$ cat src/hw/hart_cfg.svh
`ifndef HART_CFG_SVH
`define HART_CFG_SVH

// datapath and register file geometry
`define HART_XLEN     32
`define HART_NREGS    32

// x2 comes out of reset pointing at the top of the stack
`define HART_SP_BASE  32'h0000_4000
`define HART_RESET_PC 32'h0000_0000

// major opcodes that the decoder recognises
`define HART_OPC_LUI   7'b0110111
`define HART_OPC_OPIMM 7'b0010011
`define HART_OPC_OP    7'b0110011
`define HART_OPC_LOAD  7'b0000011
`define HART_OPC_STORE 7'b0100011

`endif
$ cat src/hw/hart_pkg.sv
`include "hart_cfg.svh"

package hart_pkg;

	typedef logic [`HART_XLEN-1:0] word_t;
	typedef logic [`HART_XLEN-1:0] addr_t;
	typedef logic [$clog2(`HART_NREGS)-1:0] reg_idx_t;

	// OP_NONE must stay at zero, a cleared struct is a bubble
	typedef enum logic [3:0] {
		OP_NONE  = 4'd0,
		OP_ADD   = 4'd1,
		OP_SUB   = 4'd2,
		OP_AND   = 4'd3,
		OP_OR    = 4'd4,
		OP_XOR   = 4'd5,
		OP_LUI   = 4'd6,
		OP_LOAD  = 4'd7,
		OP_STORE = 4'd8
	} alu_op_e;

	// unused source fields are left at x0
	typedef struct packed {
		alu_op_e  op;
		reg_idx_t rs1;
		reg_idx_t rs2;
		reg_idx_t rd;
		word_t    imm;
		logic     use_imm;
	} decoded_t;

	// decoded item plus its resolved operands, input of execute
	typedef struct packed {
		decoded_t dec;
		word_t    rs1_val;
		word_t    rs2_val;
	} issue_t;

	typedef struct packed {
		alu_op_e  op;
		reg_idx_t rd;
		word_t    result;
		word_t    store_data;
	} exec_t;

	typedef struct packed {
		logic     valid;
		reg_idx_t rd;
		word_t    value;
	} wb_t;

	typedef struct packed {
		logic  strobe;
		logic  we;
		addr_t addr;
		word_t wdata;
	} bus_req_t;

	// ops whose result goes back to the register file straight from execute
	function automatic logic is_alu_op(input alu_op_e op);
		return op inside {OP_ADD, OP_SUB, OP_AND, OP_OR, OP_XOR, OP_LUI};
	endfunction

endpackage

$ cat src/hw/hart_lite_top.sv
`timescale 1ns/1ps

module hart_lite_top import hart_pkg::*; (
	input  logic     clock_bus_i,
	input  logic     reset_i,
	input  logic     mem_done_i,
	input  word_t    mem_rdata_i,
	output bus_req_t mem_req_o
);

	bus_req_t fetch_req;
	bus_req_t data_req;
	logic     fetch_done;
	logic     data_done;
	word_t    bus_rdata;
	word_t    inst;
	logic     inst_valid;
	logic     mem_busy;
	logic     load_hold;
	logic     front_stall;
	issue_t   issue;
	exec_t    ex;
	wb_t      wb;

	// fetch freezes for either hold source
	assign front_stall = mem_busy | load_hold;

	// ------------------------------------------------------------------
	// pipeline
	// ------------------------------------------------------------------
	fetch_unit fetch_unit_inst (
		.clock_bus_i  (clock_bus_i),
		.reset_i      (reset_i),
		.stall_i      (front_stall),
		.done_i       (fetch_done),
		.rdata_i      (bus_rdata),
		.req_o        (fetch_req),
		.inst_o       (inst),
		.inst_valid_o (inst_valid)
	);

	operand_fetch operand_fetch_inst (
		.clock_bus_i  (clock_bus_i),
		.reset_i      (reset_i),
		.mem_busy_i   (mem_busy),
		.inst_i       (inst),
		.inst_valid_i (inst_valid),
		.ex_fwd_i     (ex),
		.wb_i         (wb),
		.exec_o       (issue),
		.load_hold_o  (load_hold)
	);

	alu_exec alu_exec_inst (
		.clock_bus_i (clock_bus_i),
		.reset_i     (reset_i),
		.stall_i     (mem_busy),
		.issue_i     (issue),
		.ex_o        (ex)
	);

	load_store_unit load_store_unit_inst (
		.clock_bus_i (clock_bus_i),
		.reset_i     (reset_i),
		.ex_i        (ex),
		.done_i      (data_done),
		.rdata_i     (bus_rdata),
		.req_o       (data_req),
		.busy_o      (mem_busy),
		.wb_o        (wb)
	);

	// single memory bus shared by both units
	bus_arbiter bus_arbiter_inst (
		.clock_bus_i  (clock_bus_i),
		.reset_i      (reset_i),
		.fetch_req_i  (fetch_req),
		.data_req_i   (data_req),
		.mem_done_i   (mem_done_i),
		.mem_rdata_i  (mem_rdata_i),
		.mem_req_o    (mem_req_o),
		.fetch_done_o (fetch_done),
		.data_done_o  (data_done),
		.rdata_o      (bus_rdata)
	);

endmodule

$ cat src/hw/bus_arbiter.sv
`timescale 1ns/1ps

module bus_arbiter import hart_pkg::*; (
	input  logic     clock_bus_i,
	input  logic     reset_i,
	input  bus_req_t fetch_req_i,
	input  bus_req_t data_req_i,
	input  logic     mem_done_i,
	input  word_t    mem_rdata_i,
	output bus_req_t mem_req_o,
	output logic     fetch_done_o,
	output logic     data_done_o,
	output word_t    rdata_o
);

	typedef enum logic [1:0] {ARB_IDLE, ARB_FETCH, ARB_DATA} owner_e;

	owner_e   owner;
	bus_req_t fetch_q;
	bus_req_t data_q;
	bus_req_t fetch_cur;
	bus_req_t data_cur;
	bus_req_t mem_req_q;

	// a live strobe or the one parked in the latch
	assign fetch_cur = fetch_req_i.strobe ? fetch_req_i : fetch_q;
	assign data_cur  = data_req_i.strobe ? data_req_i : data_q;

	always_ff @(posedge clock_bus_i) begin
		if (!reset_i) begin
			owner            <= ARB_IDLE;
			fetch_q.strobe   <= 1'b0;
			data_q.strobe    <= 1'b0;
			mem_req_q.strobe <= 1'b0;
		end else begin
			mem_req_q.strobe <= 1'b0;
			// park anything not granted this cycle
			fetch_q <= fetch_cur;
			data_q  <= data_cur;
			case (owner)
				ARB_IDLE: begin
					// data before fetch
					if (data_cur.strobe) begin
						mem_req_q     <= data_cur;
						owner         <= ARB_DATA;
						data_q.strobe <= 1'b0;
					end else if (fetch_cur.strobe) begin
						mem_req_q      <= fetch_cur;
						owner          <= ARB_FETCH;
						fetch_q.strobe <= 1'b0;
					end
				end
				default: if (mem_done_i) owner <= ARB_IDLE;
			endcase
		end
	end

	assign mem_req_o = mem_req_q;

	// done goes to the owner in the same cycle
	assign fetch_done_o = mem_done_i && (owner == ARB_FETCH);
	assign data_done_o  = mem_done_i && (owner == ARB_DATA);
	assign rdata_o      = mem_rdata_i;

	a_done_has_owner: assert property (@(posedge clock_bus_i) disable iff (!reset_i)
		mem_done_i |-> (owner != ARB_IDLE));

endmodule

$ cat src/hw/load_store_unit.sv
`timescale 1ns/1ps

module load_store_unit import hart_pkg::*; (
	input  logic     clock_bus_i,
	input  logic     reset_i,
	input  exec_t    ex_i,
	input  logic     done_i,
	input  word_t    rdata_i,
	output bus_req_t req_o,
	output logic     busy_o,
	output wb_t      wb_o
);

	typedef enum logic {LSU_IDLE, LSU_WAIT} lsu_state_e;

	lsu_state_e state;
	wb_t        wb_q;
	logic       is_mem;

	assign is_mem = (ex_i.op == OP_LOAD) || (ex_i.op == OP_STORE);

	// strobe straight from the execute register once per item
	always_comb begin
		req_o.strobe = (state == LSU_IDLE) && is_mem;
		req_o.we     = (ex_i.op == OP_STORE);
		req_o.addr   = ex_i.result;
		req_o.wdata  = ex_i.store_data;
	end

	// high from the strobe cycle until the done cycle
	assign busy_o = ((state == LSU_IDLE) && is_mem) || ((state == LSU_WAIT) && !done_i);

	always_ff @(posedge clock_bus_i) begin
		if (!reset_i) begin
			state      <= LSU_IDLE;
			wb_q.valid <= 1'b0;
		end else begin
			case (state)
				LSU_IDLE: begin
					if (is_mem) begin
						state      <= LSU_WAIT;
						wb_q.valid <= 1'b0;
					end else begin
						wb_q.valid <= is_alu_op(ex_i.op);
						wb_q.rd    <= ex_i.rd;
						wb_q.value <= ex_i.result;
					end
				end
				LSU_WAIT: begin
					wb_q.valid <= 1'b0;
					if (done_i) begin
						// a store completes here with nothing to write back
						state      <= LSU_IDLE;
						wb_q.valid <= (ex_i.op == OP_LOAD);
						wb_q.rd    <= ex_i.rd;
						wb_q.value <= rdata_i;
					end
				end
				default: state <= LSU_IDLE;
			endcase
		end
	end

	assign wb_o = wb_q;

	// while waiting the item stays put and no second strobe goes out
	a_one_outstanding: assert property (@(posedge clock_bus_i) disable iff (!reset_i)
		(state == LSU_WAIT) |-> ($stable(ex_i) && !req_o.strobe));

endmodule

$ cat src/hw/fetch_unit.sv
`timescale 1ns/1ps
`include "hart_cfg.svh"

module fetch_unit import hart_pkg::*; (
	input  logic     clock_bus_i,
	input  logic     reset_i,
	input  logic     stall_i,
	input  logic     done_i,
	input  word_t    rdata_i,
	output bus_req_t req_o,
	output word_t    inst_o,
	output logic     inst_valid_o
);

	addr_t pc;
	logic  req_q;
	logic  pending;
	logic  valid_q;
	word_t inst_q;
	logic  take;

	// operand stage consumes the word when nothing holds it
	assign take = valid_q && !stall_i;

	always_ff @(posedge clock_bus_i) begin
		if (!reset_i) begin
			pc      <= `HART_RESET_PC;
			req_q   <= 1'b0;
			pending <= 1'b0;
			valid_q <= 1'b0;
		end else begin
			req_q <= 1'b0;
			if (done_i) begin
				// slot is always empty here, a request goes out only then
				inst_q  <= rdata_i;
				valid_q <= 1'b1;
				pending <= 1'b0;
				pc      <= pc + 4;
			end else if (take) begin
				valid_q <= 1'b0;
			end
			// one outstanding read, started once the slot frees up
			if (!pending && (!valid_q || take)) begin
				req_q   <= 1'b1;
				pending <= 1'b1;
			end
		end
	end

	always_comb begin
		req_o.strobe = req_q;
		req_o.we     = 1'b0;
		req_o.addr   = pc;
		req_o.wdata  = '0;
	end

	assign inst_o       = inst_q;
	assign inst_valid_o = valid_q;

endmodule

$ cat src/hw/alu_exec.sv
`timescale 1ns/1ps

module alu_exec import hart_pkg::*; (
	input  logic   clock_bus_i,
	input  logic   reset_i,
	input  logic   stall_i,
	input  issue_t issue_i,
	output exec_t  ex_o
);

	word_t operand_b;
	exec_t ex_next;
	exec_t ex_q;

	always_comb begin
		operand_b          = issue_i.dec.use_imm ? issue_i.dec.imm : issue_i.rs2_val;
		ex_next.op         = issue_i.dec.op;
		ex_next.rd         = issue_i.dec.rd;
		ex_next.store_data = issue_i.rs2_val;
		case (issue_i.dec.op)
			// loads and stores form base plus offset on the adder
			OP_ADD, OP_LOAD, OP_STORE: ex_next.result = issue_i.rs1_val + operand_b;
			OP_SUB: ex_next.result = issue_i.rs1_val - operand_b;
			OP_AND: ex_next.result = issue_i.rs1_val & operand_b;
			OP_OR:  ex_next.result = issue_i.rs1_val | operand_b;
			OP_XOR: ex_next.result = issue_i.rs1_val ^ operand_b;
			OP_LUI: ex_next.result = issue_i.dec.imm;
			default: ex_next.result = '0;
		endcase
	end

	// execute-to-memory register, also the first forwarding source
	always_ff @(posedge clock_bus_i) begin
		if (!reset_i) begin
			ex_q.op <= OP_NONE;
			ex_q.rd <= '0;
		end else if (!stall_i) begin
			ex_q <= ex_next;
		end
	end

	assign ex_o = ex_q;

endmodule

$ cat src/hw/operand_fetch.sv
`timescale 1ns/1ps
`include "hart_cfg.svh"

module operand_fetch import hart_pkg::*; (
	input  logic   clock_bus_i,
	input  logic   reset_i,
	input  logic   mem_busy_i,
	input  word_t  inst_i,
	input  logic   inst_valid_i,
	input  exec_t  ex_fwd_i,
	input  wb_t    wb_i,
	output issue_t exec_o,
	output logic   load_hold_o
);

	word_t    rf [`HART_NREGS];
	decoded_t dec_new;
	decoded_t dec_q;
	word_t    rs1_val;
	word_t    rs2_val;

	// youngest producer wins: execute item first, then writeback, then the file
	function automatic word_t pick_operand(
		input reg_idx_t idx,
		input word_t    rf_val,
		input exec_t    ex,
		input wb_t      wb
	);
		if (idx == '0)
			return '0;
		if (is_alu_op(ex.op) && ex.rd == idx)
			return ex.result;
		if (wb.valid && wb.rd == idx)
			return wb.value;
		return rf_val;
	endfunction

	inst_decoder inst_decoder_inst (
		.inst_i (inst_i),
		.dec_o  (dec_new)
	);

	// ------------------------------------------------------------------
	// integer register file, written at the edge where wb_i is valid
	// ------------------------------------------------------------------
	always_ff @(posedge clock_bus_i) begin
		if (!reset_i) begin
			for (int i = 0; i < `HART_NREGS; i++) begin
				rf[i] <= (i == 2) ? `HART_SP_BASE : '0;
			end
		end else if (wb_i.valid && wb_i.rd != '0) begin
			rf[wb_i.rd] <= wb_i.value;
		end
	end

	// decode-to-execute register
	// an empty fetch slot enters as a bubble
	always_ff @(posedge clock_bus_i) begin
		if (!reset_i) begin
			dec_q <= '0;
		end else if (!mem_busy_i && !load_hold_o) begin
			dec_q <= inst_valid_i ? dec_new : '0;
		end
	end

	// operands are read while the item sits in the register
	assign rs1_val = pick_operand(dec_q.rs1, rf[dec_q.rs1], ex_fwd_i, wb_i);
	assign rs2_val = pick_operand(dec_q.rs2, rf[dec_q.rs2], ex_fwd_i, wb_i);

	// load data is not back yet, wait one slot for it on writeback
	assign load_hold_o = (ex_fwd_i.op == OP_LOAD) && (ex_fwd_i.rd != '0) &&
		((ex_fwd_i.rd == dec_q.rs1) || (ex_fwd_i.rd == dec_q.rs2));

	always_comb begin
		exec_o.dec     = dec_q;
		exec_o.rs1_val = rs1_val;
		exec_o.rs2_val = rs2_val;
		// held item is repeated later, execute sees a bubble now
		if (load_hold_o) begin
			exec_o.dec.op = OP_NONE;
			exec_o.dec.rd = '0;
		end
	end

	// x0 stays zero whatever the writeback path delivers
	a_x0_zero: assert property (@(posedge clock_bus_i) disable iff (!reset_i)
		rf[0] == '0);

endmodule

$ cat src/hw/inst_decoder.sv
`timescale 1ns/1ps
`include "hart_cfg.svh"

module inst_decoder import hart_pkg::*; (
	input  word_t    inst_i,
	output decoded_t dec_o
);

	logic [6:0] opcode;
	logic [2:0] funct3;
	logic [6:0] funct7;
	word_t      imm_i;
	word_t      imm_s;
	word_t      imm_u;

	assign opcode = inst_i[6:0];
	assign funct3 = inst_i[14:12];
	assign funct7 = inst_i[31:25];

	// sign extended I and S forms, U keeps the low 12 bits clear
	assign imm_i = {{20{inst_i[31]}}, inst_i[31:20]};
	assign imm_s = {{20{inst_i[31]}}, inst_i[31:25], inst_i[11:7]};
	assign imm_u = {inst_i[31:12], 12'b0};

	// shared funct3 map of OP and OP-IMM, shifts and compares are not supported
	function automatic alu_op_e logic_op(input logic [2:0] f3);
		case (f3)
			3'b000: return OP_ADD;
			3'b100: return OP_XOR;
			3'b110: return OP_OR;
			3'b111: return OP_AND;
			default: return OP_NONE;
		endcase
	endfunction

	always_comb begin
		dec_o = '0;
		// first pick the operation
		case (opcode)
			`HART_OPC_LUI: dec_o.op = OP_LUI;
			`HART_OPC_OPIMM: dec_o.op = logic_op(funct3);
			`HART_OPC_OP: begin
				if (funct7 == 7'b0100000 && funct3 == 3'b000) begin
					dec_o.op = OP_SUB;
				end else if (funct7 == 7'b0000000) begin
					dec_o.op = logic_op(funct3);
				end
			end
			// word access only
			`HART_OPC_LOAD: if (funct3 == 3'b010) dec_o.op = OP_LOAD;
			`HART_OPC_STORE: if (funct3 == 3'b010) dec_o.op = OP_STORE;
			default: dec_o.op = OP_NONE;
		endcase
		// then fill only the fields that op really uses
		case (dec_o.op)
			OP_NONE: dec_o.use_imm = 1'b0;
			OP_LUI: begin
				dec_o.rd      = inst_i[11:7];
				dec_o.imm     = imm_u;
				dec_o.use_imm = 1'b1;
			end
			OP_STORE: begin
				dec_o.rs1     = inst_i[19:15];
				dec_o.rs2     = inst_i[24:20];
				dec_o.imm     = imm_s;
				dec_o.use_imm = 1'b1;
			end
			default: begin
				dec_o.rd  = inst_i[11:7];
				dec_o.rs1 = inst_i[19:15];
				// register form reads rs2, immediate and load forms take imm_i
				if (opcode == `HART_OPC_OP) begin
					dec_o.rs2 = inst_i[24:20];
				end else begin
					dec_o.imm     = imm_i;
					dec_o.use_imm = 1'b1;
				end
			end
		endcase
	end

	// a bubble must never reach writeback with a destination
	always_comb begin
		a_bubble_no_rd: assert (dec_o.op != OP_NONE || dec_o.rd == '0)
			else $error("decoder bubble carries rd %0d", dec_o.rd);
	end

endmodule

$ cat config.mk
export PLATFORM = sky130hd
export DESIGN_NAME = hart_lite_top
export DESIGN_NICKNAME = d
export VERILOG_FILES = /design/src/hw/hart_pkg.sv /design/src/hw/hart_lite_top.sv /design/src/hw/bus_arbiter.sv /design/src/hw/load_store_unit.sv /design/src/hw/fetch_unit.sv /design/src/hw/alu_exec.sv /design/src/hw/operand_fetch.sv /design/src/hw/inst_decoder.sv
export VERILOG_INCLUDE_DIRS = /design/src /design/src/hw
export SDC_FILE = /design/constraint.sdc
export NUM_CORES = 2
export LEC_CHECK = 0
export ABC_AREA = 0
export BUFFER_PORTS_ARGS = -buffer_cell sky130_fd_sc_hd__buf_2
export CAP_MARGIN = 25
export CORE_UTILIZATION = 40
export CTS_CLUSTER_DIAMETER = 150
export DETAILED_ROUTE_END_ITERATION = 8
export GPL_TIMING_DRIVEN = 0
export PLACE_DENSITY_LB_ADDON = 0.1
export SLEW_MARGIN = 25
export SYNTH_ARGS = -nofsm -noshare
export SYNTH_HDL_FRONTEND = slang
export SYNTH_SLANG_ARGS = --single-unit
$ cat constraint.sdc
create_clock -name clock_bus_i -period 10.65 [get_ports clock_bus_i]
set_clock_uncertainty 0.05 [all_clocks]
set_input_delay 3.195 -clock clock_bus_i [delete_from_list [all_inputs] [get_ports clock_bus_i]]
set_output_delay 3.195 -clock clock_bus_i [all_outputs]
set_load 0.01 [all_outputs]
# After elaboration in Yosys (flattened, before gate mapping)

Memory sizes are Yosys's and may differ from the RTL's. A register that Yosys moved wholly into a read port is not among the register bits.
Index checks and enable logic that the tools add are counted.
W data, S select, Z words.

Register bits: 431
Bits in writable memories: 1024
Input bits: 35
Output and inout bits: 66
Memories: 1

Memory list:

| name                  | depth | width | read ports | clocked after memory_dff | write ports | line                | source |
|---|---|---|---|---|---|---|---|
| operand_fetch_inst.rf | 32    | 32    | 2          | 2                        | 32          | operand_fetch.sv:16 | `` word_t rf [`HART_NREGS]; `` |

$add $sub $neg: 3
Eq/ne operators: 37
Muxes and demuxes: 74
Bitwise logic cells: 7
Reduce and logical (&&, ||, !) cells: 50

Operator list:

| cell                    | count |
|---|---|
| $mux W32                | 14 |
| $mux W66                | 4 |
| $pmux W32 S6            | 1 |
| $pmux W32 S3            | 1 |
| $pmux W38 S2            | 1 |
| $mux W52                | 1 |
| $mux W5                 | 8 |
| $mux W38                | 1 |
| $mux W37                | 1 |
| $eq A4 B3 Y1 const B    | 9 |
| $mux W33                | 1 |
| $add A32 B3 Y32 const B | 1 |
| $add A32 B32 Y32        | 1 |
| $and A32 B32 Y32        | 1 |
| $or A32 B32 Y32         | 1 |
| $reduce_or A32 Y1       | 1 |
| $sub A32 B32 Y32        | 1 |
| $xor A32 B32 Y32        | 1 |
| $eq A7 B6 Y1 const B    | 4 |
| $mux W1                 | 27 |
| $eq A5 B5 Y1            | 4 |
| $pmux W10 S2            | 1 |
| $pmux W4 S5             | 1 |
| $eq A4 B2 Y1 const B    | 4 |
| other kinds (33)        | 81 |

# Longest topological paths before layout

Depth after elaboration: 13
Mapped depth: 31
Mapped depth without buffers: 25

# Cells and area by module

Synthesis repeated with hierarchy kept, for this count alone.

Cells, all modules: 6576
Area total of the unflattened synthesis: 80953.9 µm²

Modules (own cells, without submodules):

| module          | instances | cells each | area an instance (µm²) | sequential area each (µm²) |
|---|---|---|---|---|
| operand_fetch   | 1         | 4771       | 59433.3                | 31990.7 |
| bus_arbiter     | 1         | 475        | 8757.1                 | 5955.7 |
| alu_exec        | 1         | 757        | 7080.5                 | 2102.0 |
| fetch_unit      | 1         | 249        | 2787.7                 | 1621.6 |
| load_store_unit | 1         | 227        | 2237.1                 | 1151.1 |
| inst_decoder    | 1         | 96         | 651.9                  | 0.0 |
| hart_lite_top   | 1         | 1          | 6.3                    | 0.0 |

# Least setup slack after synthesis

No wires, ideal clock.

Kind: input to register
From: input reset_i
To: register alu_exec_inst.ex_q (netlist bit alu_exec_inst.ex_o[0]), enable pin
Arrival: 8.779 ns
Required time: 10.038 ns
Setup slack: 1.259 ns
Stages on the path: 5
Path buffers: 3
Cells stage by stage: clkbuf_1 -> inv_1 -> clkbuf_1 -> clkbuf_1 -> nor2_1

Cells in the longest elaborated chain, start to end: 1

Ends and longest elaborated chain:

| what                        | line               | source |
|---|---|---|
| start: declaration          | hart_lite_top.sv:5 | `input logic reset_i,` |
| $reduce_and A2 Y1 (no line) | --                 |  |
| end signal: assignment      | alu_exec.sv:38     | `ex_q <= ex_next;` |
| end: declaration            | alu_exec.sv:13     | `exec_t ex_q;` |

Every way passes these cells.
A chain may end at the register's enable or synchronous reset.

==> metrics.yaml <==
routing:
  drc: 0
  wl_per_cell_um: 41.0
  firstDrtPassIters: 7
  via_count: 56700
  drt-initial-drc-count: 8781
  vias_per_cell: 6.50
  ant_nets: 0
  totalWireLength_um: 358000
logic_synthesis:
  yosys_register_bits: 1463
  yosys_warnings: 0
  synth_top_area_cell: "edfxtp_1"
  ys.flop_type: "edfxtp_1"
  synthesis.instances: 5612
  synthTopCellsByArea: "edfxtp_1, mux4_2, and2_1"
  yosysSeqAreaShare: 0.552
  avgSynthCellArea_sq_um: 13.8
  syn_area_sq_um: 77500
  synth_top_area_share: 0.524
  synthArstFlopShare: 0
  synth-edff-count: 1352
  yosysUniqueCellTypes: 104
clock_network:
  cts_hold_buf: 0
  post-cts-setup-buffers: 0
  clockBufferDepth: 3
  numCtsBuffers: 170
  cts_tree: "built"
  clk_pin_slew_ns: 0.06
  insertion_delay_ns: 0.86
  cts-resized-gates: 0
  clockRootBuffer: "clkbuf_16"
  htree_levels: 4
  numClockSinks: 1463
timing:
  tightest_slew_ns: 1.25
  slew_headroom: 0.168
  timing.fmax_mhz: 103
  setup_violations: 0
  final_max_slew_viol_count: 0
  setup_tns_ns: 0
  worst_hold_slack_ns: 0.409
  rsz0062_at_grt: "no"
  hold_viol: 0
  setup_ws_ns: 0.967
  period_needed_ns: 9.68
  finalCritPeriodShare: 0.909
placement:
  globalplace.congestion: 1.07
  numPortBuffers: 100
  post-place-ws_ns: 1.47
  post-dp-hpwl_um: 269000
  placed_cells: 8403
floorplanning:
  initial_utilization: 0.403
  fp.dieH_um: 442
  core_sq_um: 193000
  chipWidth_um: 442
  dieArea_sq_um: 196000
  core.rowCount: 161
  io_pins: 101
global_route:
  grt_max_degree: 76
  grt_pass1_wl_um: 475000
  gr-total-overflow: 0
  antenna_found_initial: 35
  grt_pass1_vias: 53900
  grt_usage: 0.361
critical_path:
  critPathCaptureType: "flip-flop"
  path_buf_inv: 3
  path_common_cell: "nand3_1"
  worst_setup_path_start_kind: "flip-flop"
  crit_fanout: 10
  arrival_ns: 10.32
  worstSetupPathType: "reg2reg"
  required_ns: 11.29
  slowest_stage: "clkbuf_1"
  path_delay_family: "compound AO/OA/AOI/OAI gates"
  slowest_delay_ns: 0.94
outcome:
  outcome: "completed"
final_layout:
  drive_gt1_frac: 0.224
  syn_to_final_growth_pct: 16.9
  fin_util: 0.470
  finish.net_count: 6182
  final_cells: 8724
min_path:
  hp-class: "reg2reg"
power:
  peakVddDrop_mv: 0.189
  powerDensity_nw_per_um2: 147
  leakage_nw: 31.8
flow_run:
  drv_cap: 0
-- layer usage --
layer / GRT usage / vias to the layer above / part of all wire
met2: 0.538 / 4039 / 0.44
met4: 0.227 / 16 / 0.075
li1: - / 22400 / -
met3: 0.125 / 952 / 0.12
met5: 0 / - / 0.00028
met1: 0.448 / 29300 / 0.37
-- flip-flops by register name, indices dropped and copies added, names as in the netlist, 32 cells and up, named ones only --
| name | flops |
|---|---|
| bus_arbiter_inst.fetch_q | 66 |
| bus_arbiter_inst.data_q | 66 |
| fetch_unit_inst.inst_o | 32 |
| load_store_unit_inst.wb_o | 38 |
| operand_fetch_inst.rf | 1024 |
| operand_fetch_inst.exec_o | 43 |
| alu_exec_inst.ex_o | 73 |
| bus_arbiter_inst.mem_req_o | 66 |
-- worst reg2reg max path, stage by stage, from the launching register on --
cell	delay, ns
dfxtp_1	0.84
buf_6	0.28
clkbuf_1	0.95
buf_2	0.79
nand3b_1	0.15
nand3_1	0.12
nand3_1	0.10
nor3_2	0.67
o21ai_1	0.54
mux2i_4	0.34
and2b_2	0.23
nand2_2	0.17
o31ai_1	0.29
xnor2_1	0.12
ha_1	0.38
o21ai_0	0.30
o21ai_0	0.18
a211oi_1	0.37
a21oi_1	0.29
a22oi_2	0.32
a2111oi_0	0.21
or3b_1	0.43
a31o_2	0.26
a21oi_1	0.36
xnor2_1	0.18
or4_1	0.50
nand3_1	0.14
-- Yosys cell counts (all sizes together) (7+ instances only) --
master / instances
mux4: 567
clkbuf: 381
nor2: 203
a22oi: 35
and2: 791
dfxtp: 111
a221o: 8
a221oi: 7
nand2b: 18
a211oi: 14
a32oi: 13
o21a: 8
or3: 10
xnor2: 51
o211ai: 16
ha: 97
or4: 8
a222oi: 18
inv: 88
mux2: 115
xor2: 50
a22o: 43
nand4: 21
nand2: 348
or2: 8
a21oi: 110
buf: 127
o31ai: 11
a31oi: 16
and3: 18
nor2b: 54
nand3: 121
o21ai: 267
mux2i: 83
edfxtp: 1352
o22ai: 69
nand3b: 9
nor3: 261
nor4: 16
-- cells by family (layout without fill, tap and decap cells) --
| family | count (synthesis) | after routing | share of synthesized area |
|---|---|---|---|
| fa+ha+maj | 98 | 98 | 0.0159 |
| other cells | 1 | 47 | 0.0000484 |
| simple gates | 1904 | 1904 | 0.132 |
| flops | 1463 | 1463 | 0.552 |
| xor+xnor | 101 | 101 | 0.0114 |
| buf+inv | 599 | 1139 | 0.0366 |
| mux | 765 | 765 | 0.196 |
| compound gates | 681 | 681 | 0.0556 |
-- path summary, 6_finish.rpt --
path                                               from  depth (start not counted)                endpoint  slack (ns)
worst max register to register                flip-flop                         26  alu_exec_inst.ex_o[63]        0.97
worst max-delay path                          flip-flop                         26  alu_exec_inst.ex_o[63]        0.97
worst min-delay path            fetch_unit_inst.pending                          1   fetch_unit_inst.req_q        0.41
worst min register to register  fetch_unit_inst.pending                          1   fetch_unit_inst.req_q        0.41
-- report_power, final --
group / internal [mW] / switching, mW
clock: 3.33 / 2.53
combinational: 0.305 / 0.502
sequential: 6.48 / 0.137
total: 10.1 / 3.17
-- placed cells by master (no fill, tap or decap), types with 31 or more instances in the layout --
master and count:
o21ai_0 232, dfxtp_1 111, a22oi_1 34, o21ai_4 31
xnor2_1 51, nor3_1 252, buf_2 161, clkbuf_1 351
and2_1 790, clkbuf_16 174, o22ai_1 68, nor2_1 199
ha_1 97, mux2_2 111, clkbuf_2 60, nand3_1 117
mux4_2 511, mux2i_1 75, mux4_1 54, nand2_1 344
xor2_1 50, inv_1 86, buf_16 104, edfxtp_1 1352
clkinv_1 39, a22o_1 43, conb_1 32, a21oi_1 106
nor2b_1 53
-- metrics by stage --
stage | power [mW] | instance area, sq um
floorplan | 7.04 | 77600
global placement | 7.44 | 81300
detailed placement | 7.52 | 85200
CTS | 13.3 | 90500
global route | 13.5 | 90600
finish | 13.3 | 90600
-- final cells by class --
class / instances / area, sq um
Antenna cell: 15 / 37.5
Clock buffer: 218 / 4600
Multi-Input combinational cell: 3581 / 32400
Timing Repair Buffer: 234 / 3820
Sequential cell: 1463 / 42800
Clock inverter: 88 / 774
Tap cell: 2526 / 3160
Buffer: 508 / 2600
Inverter: 91 / 342
Fill cell: 17000 / 102000
(Power assumes the default switching activity.)
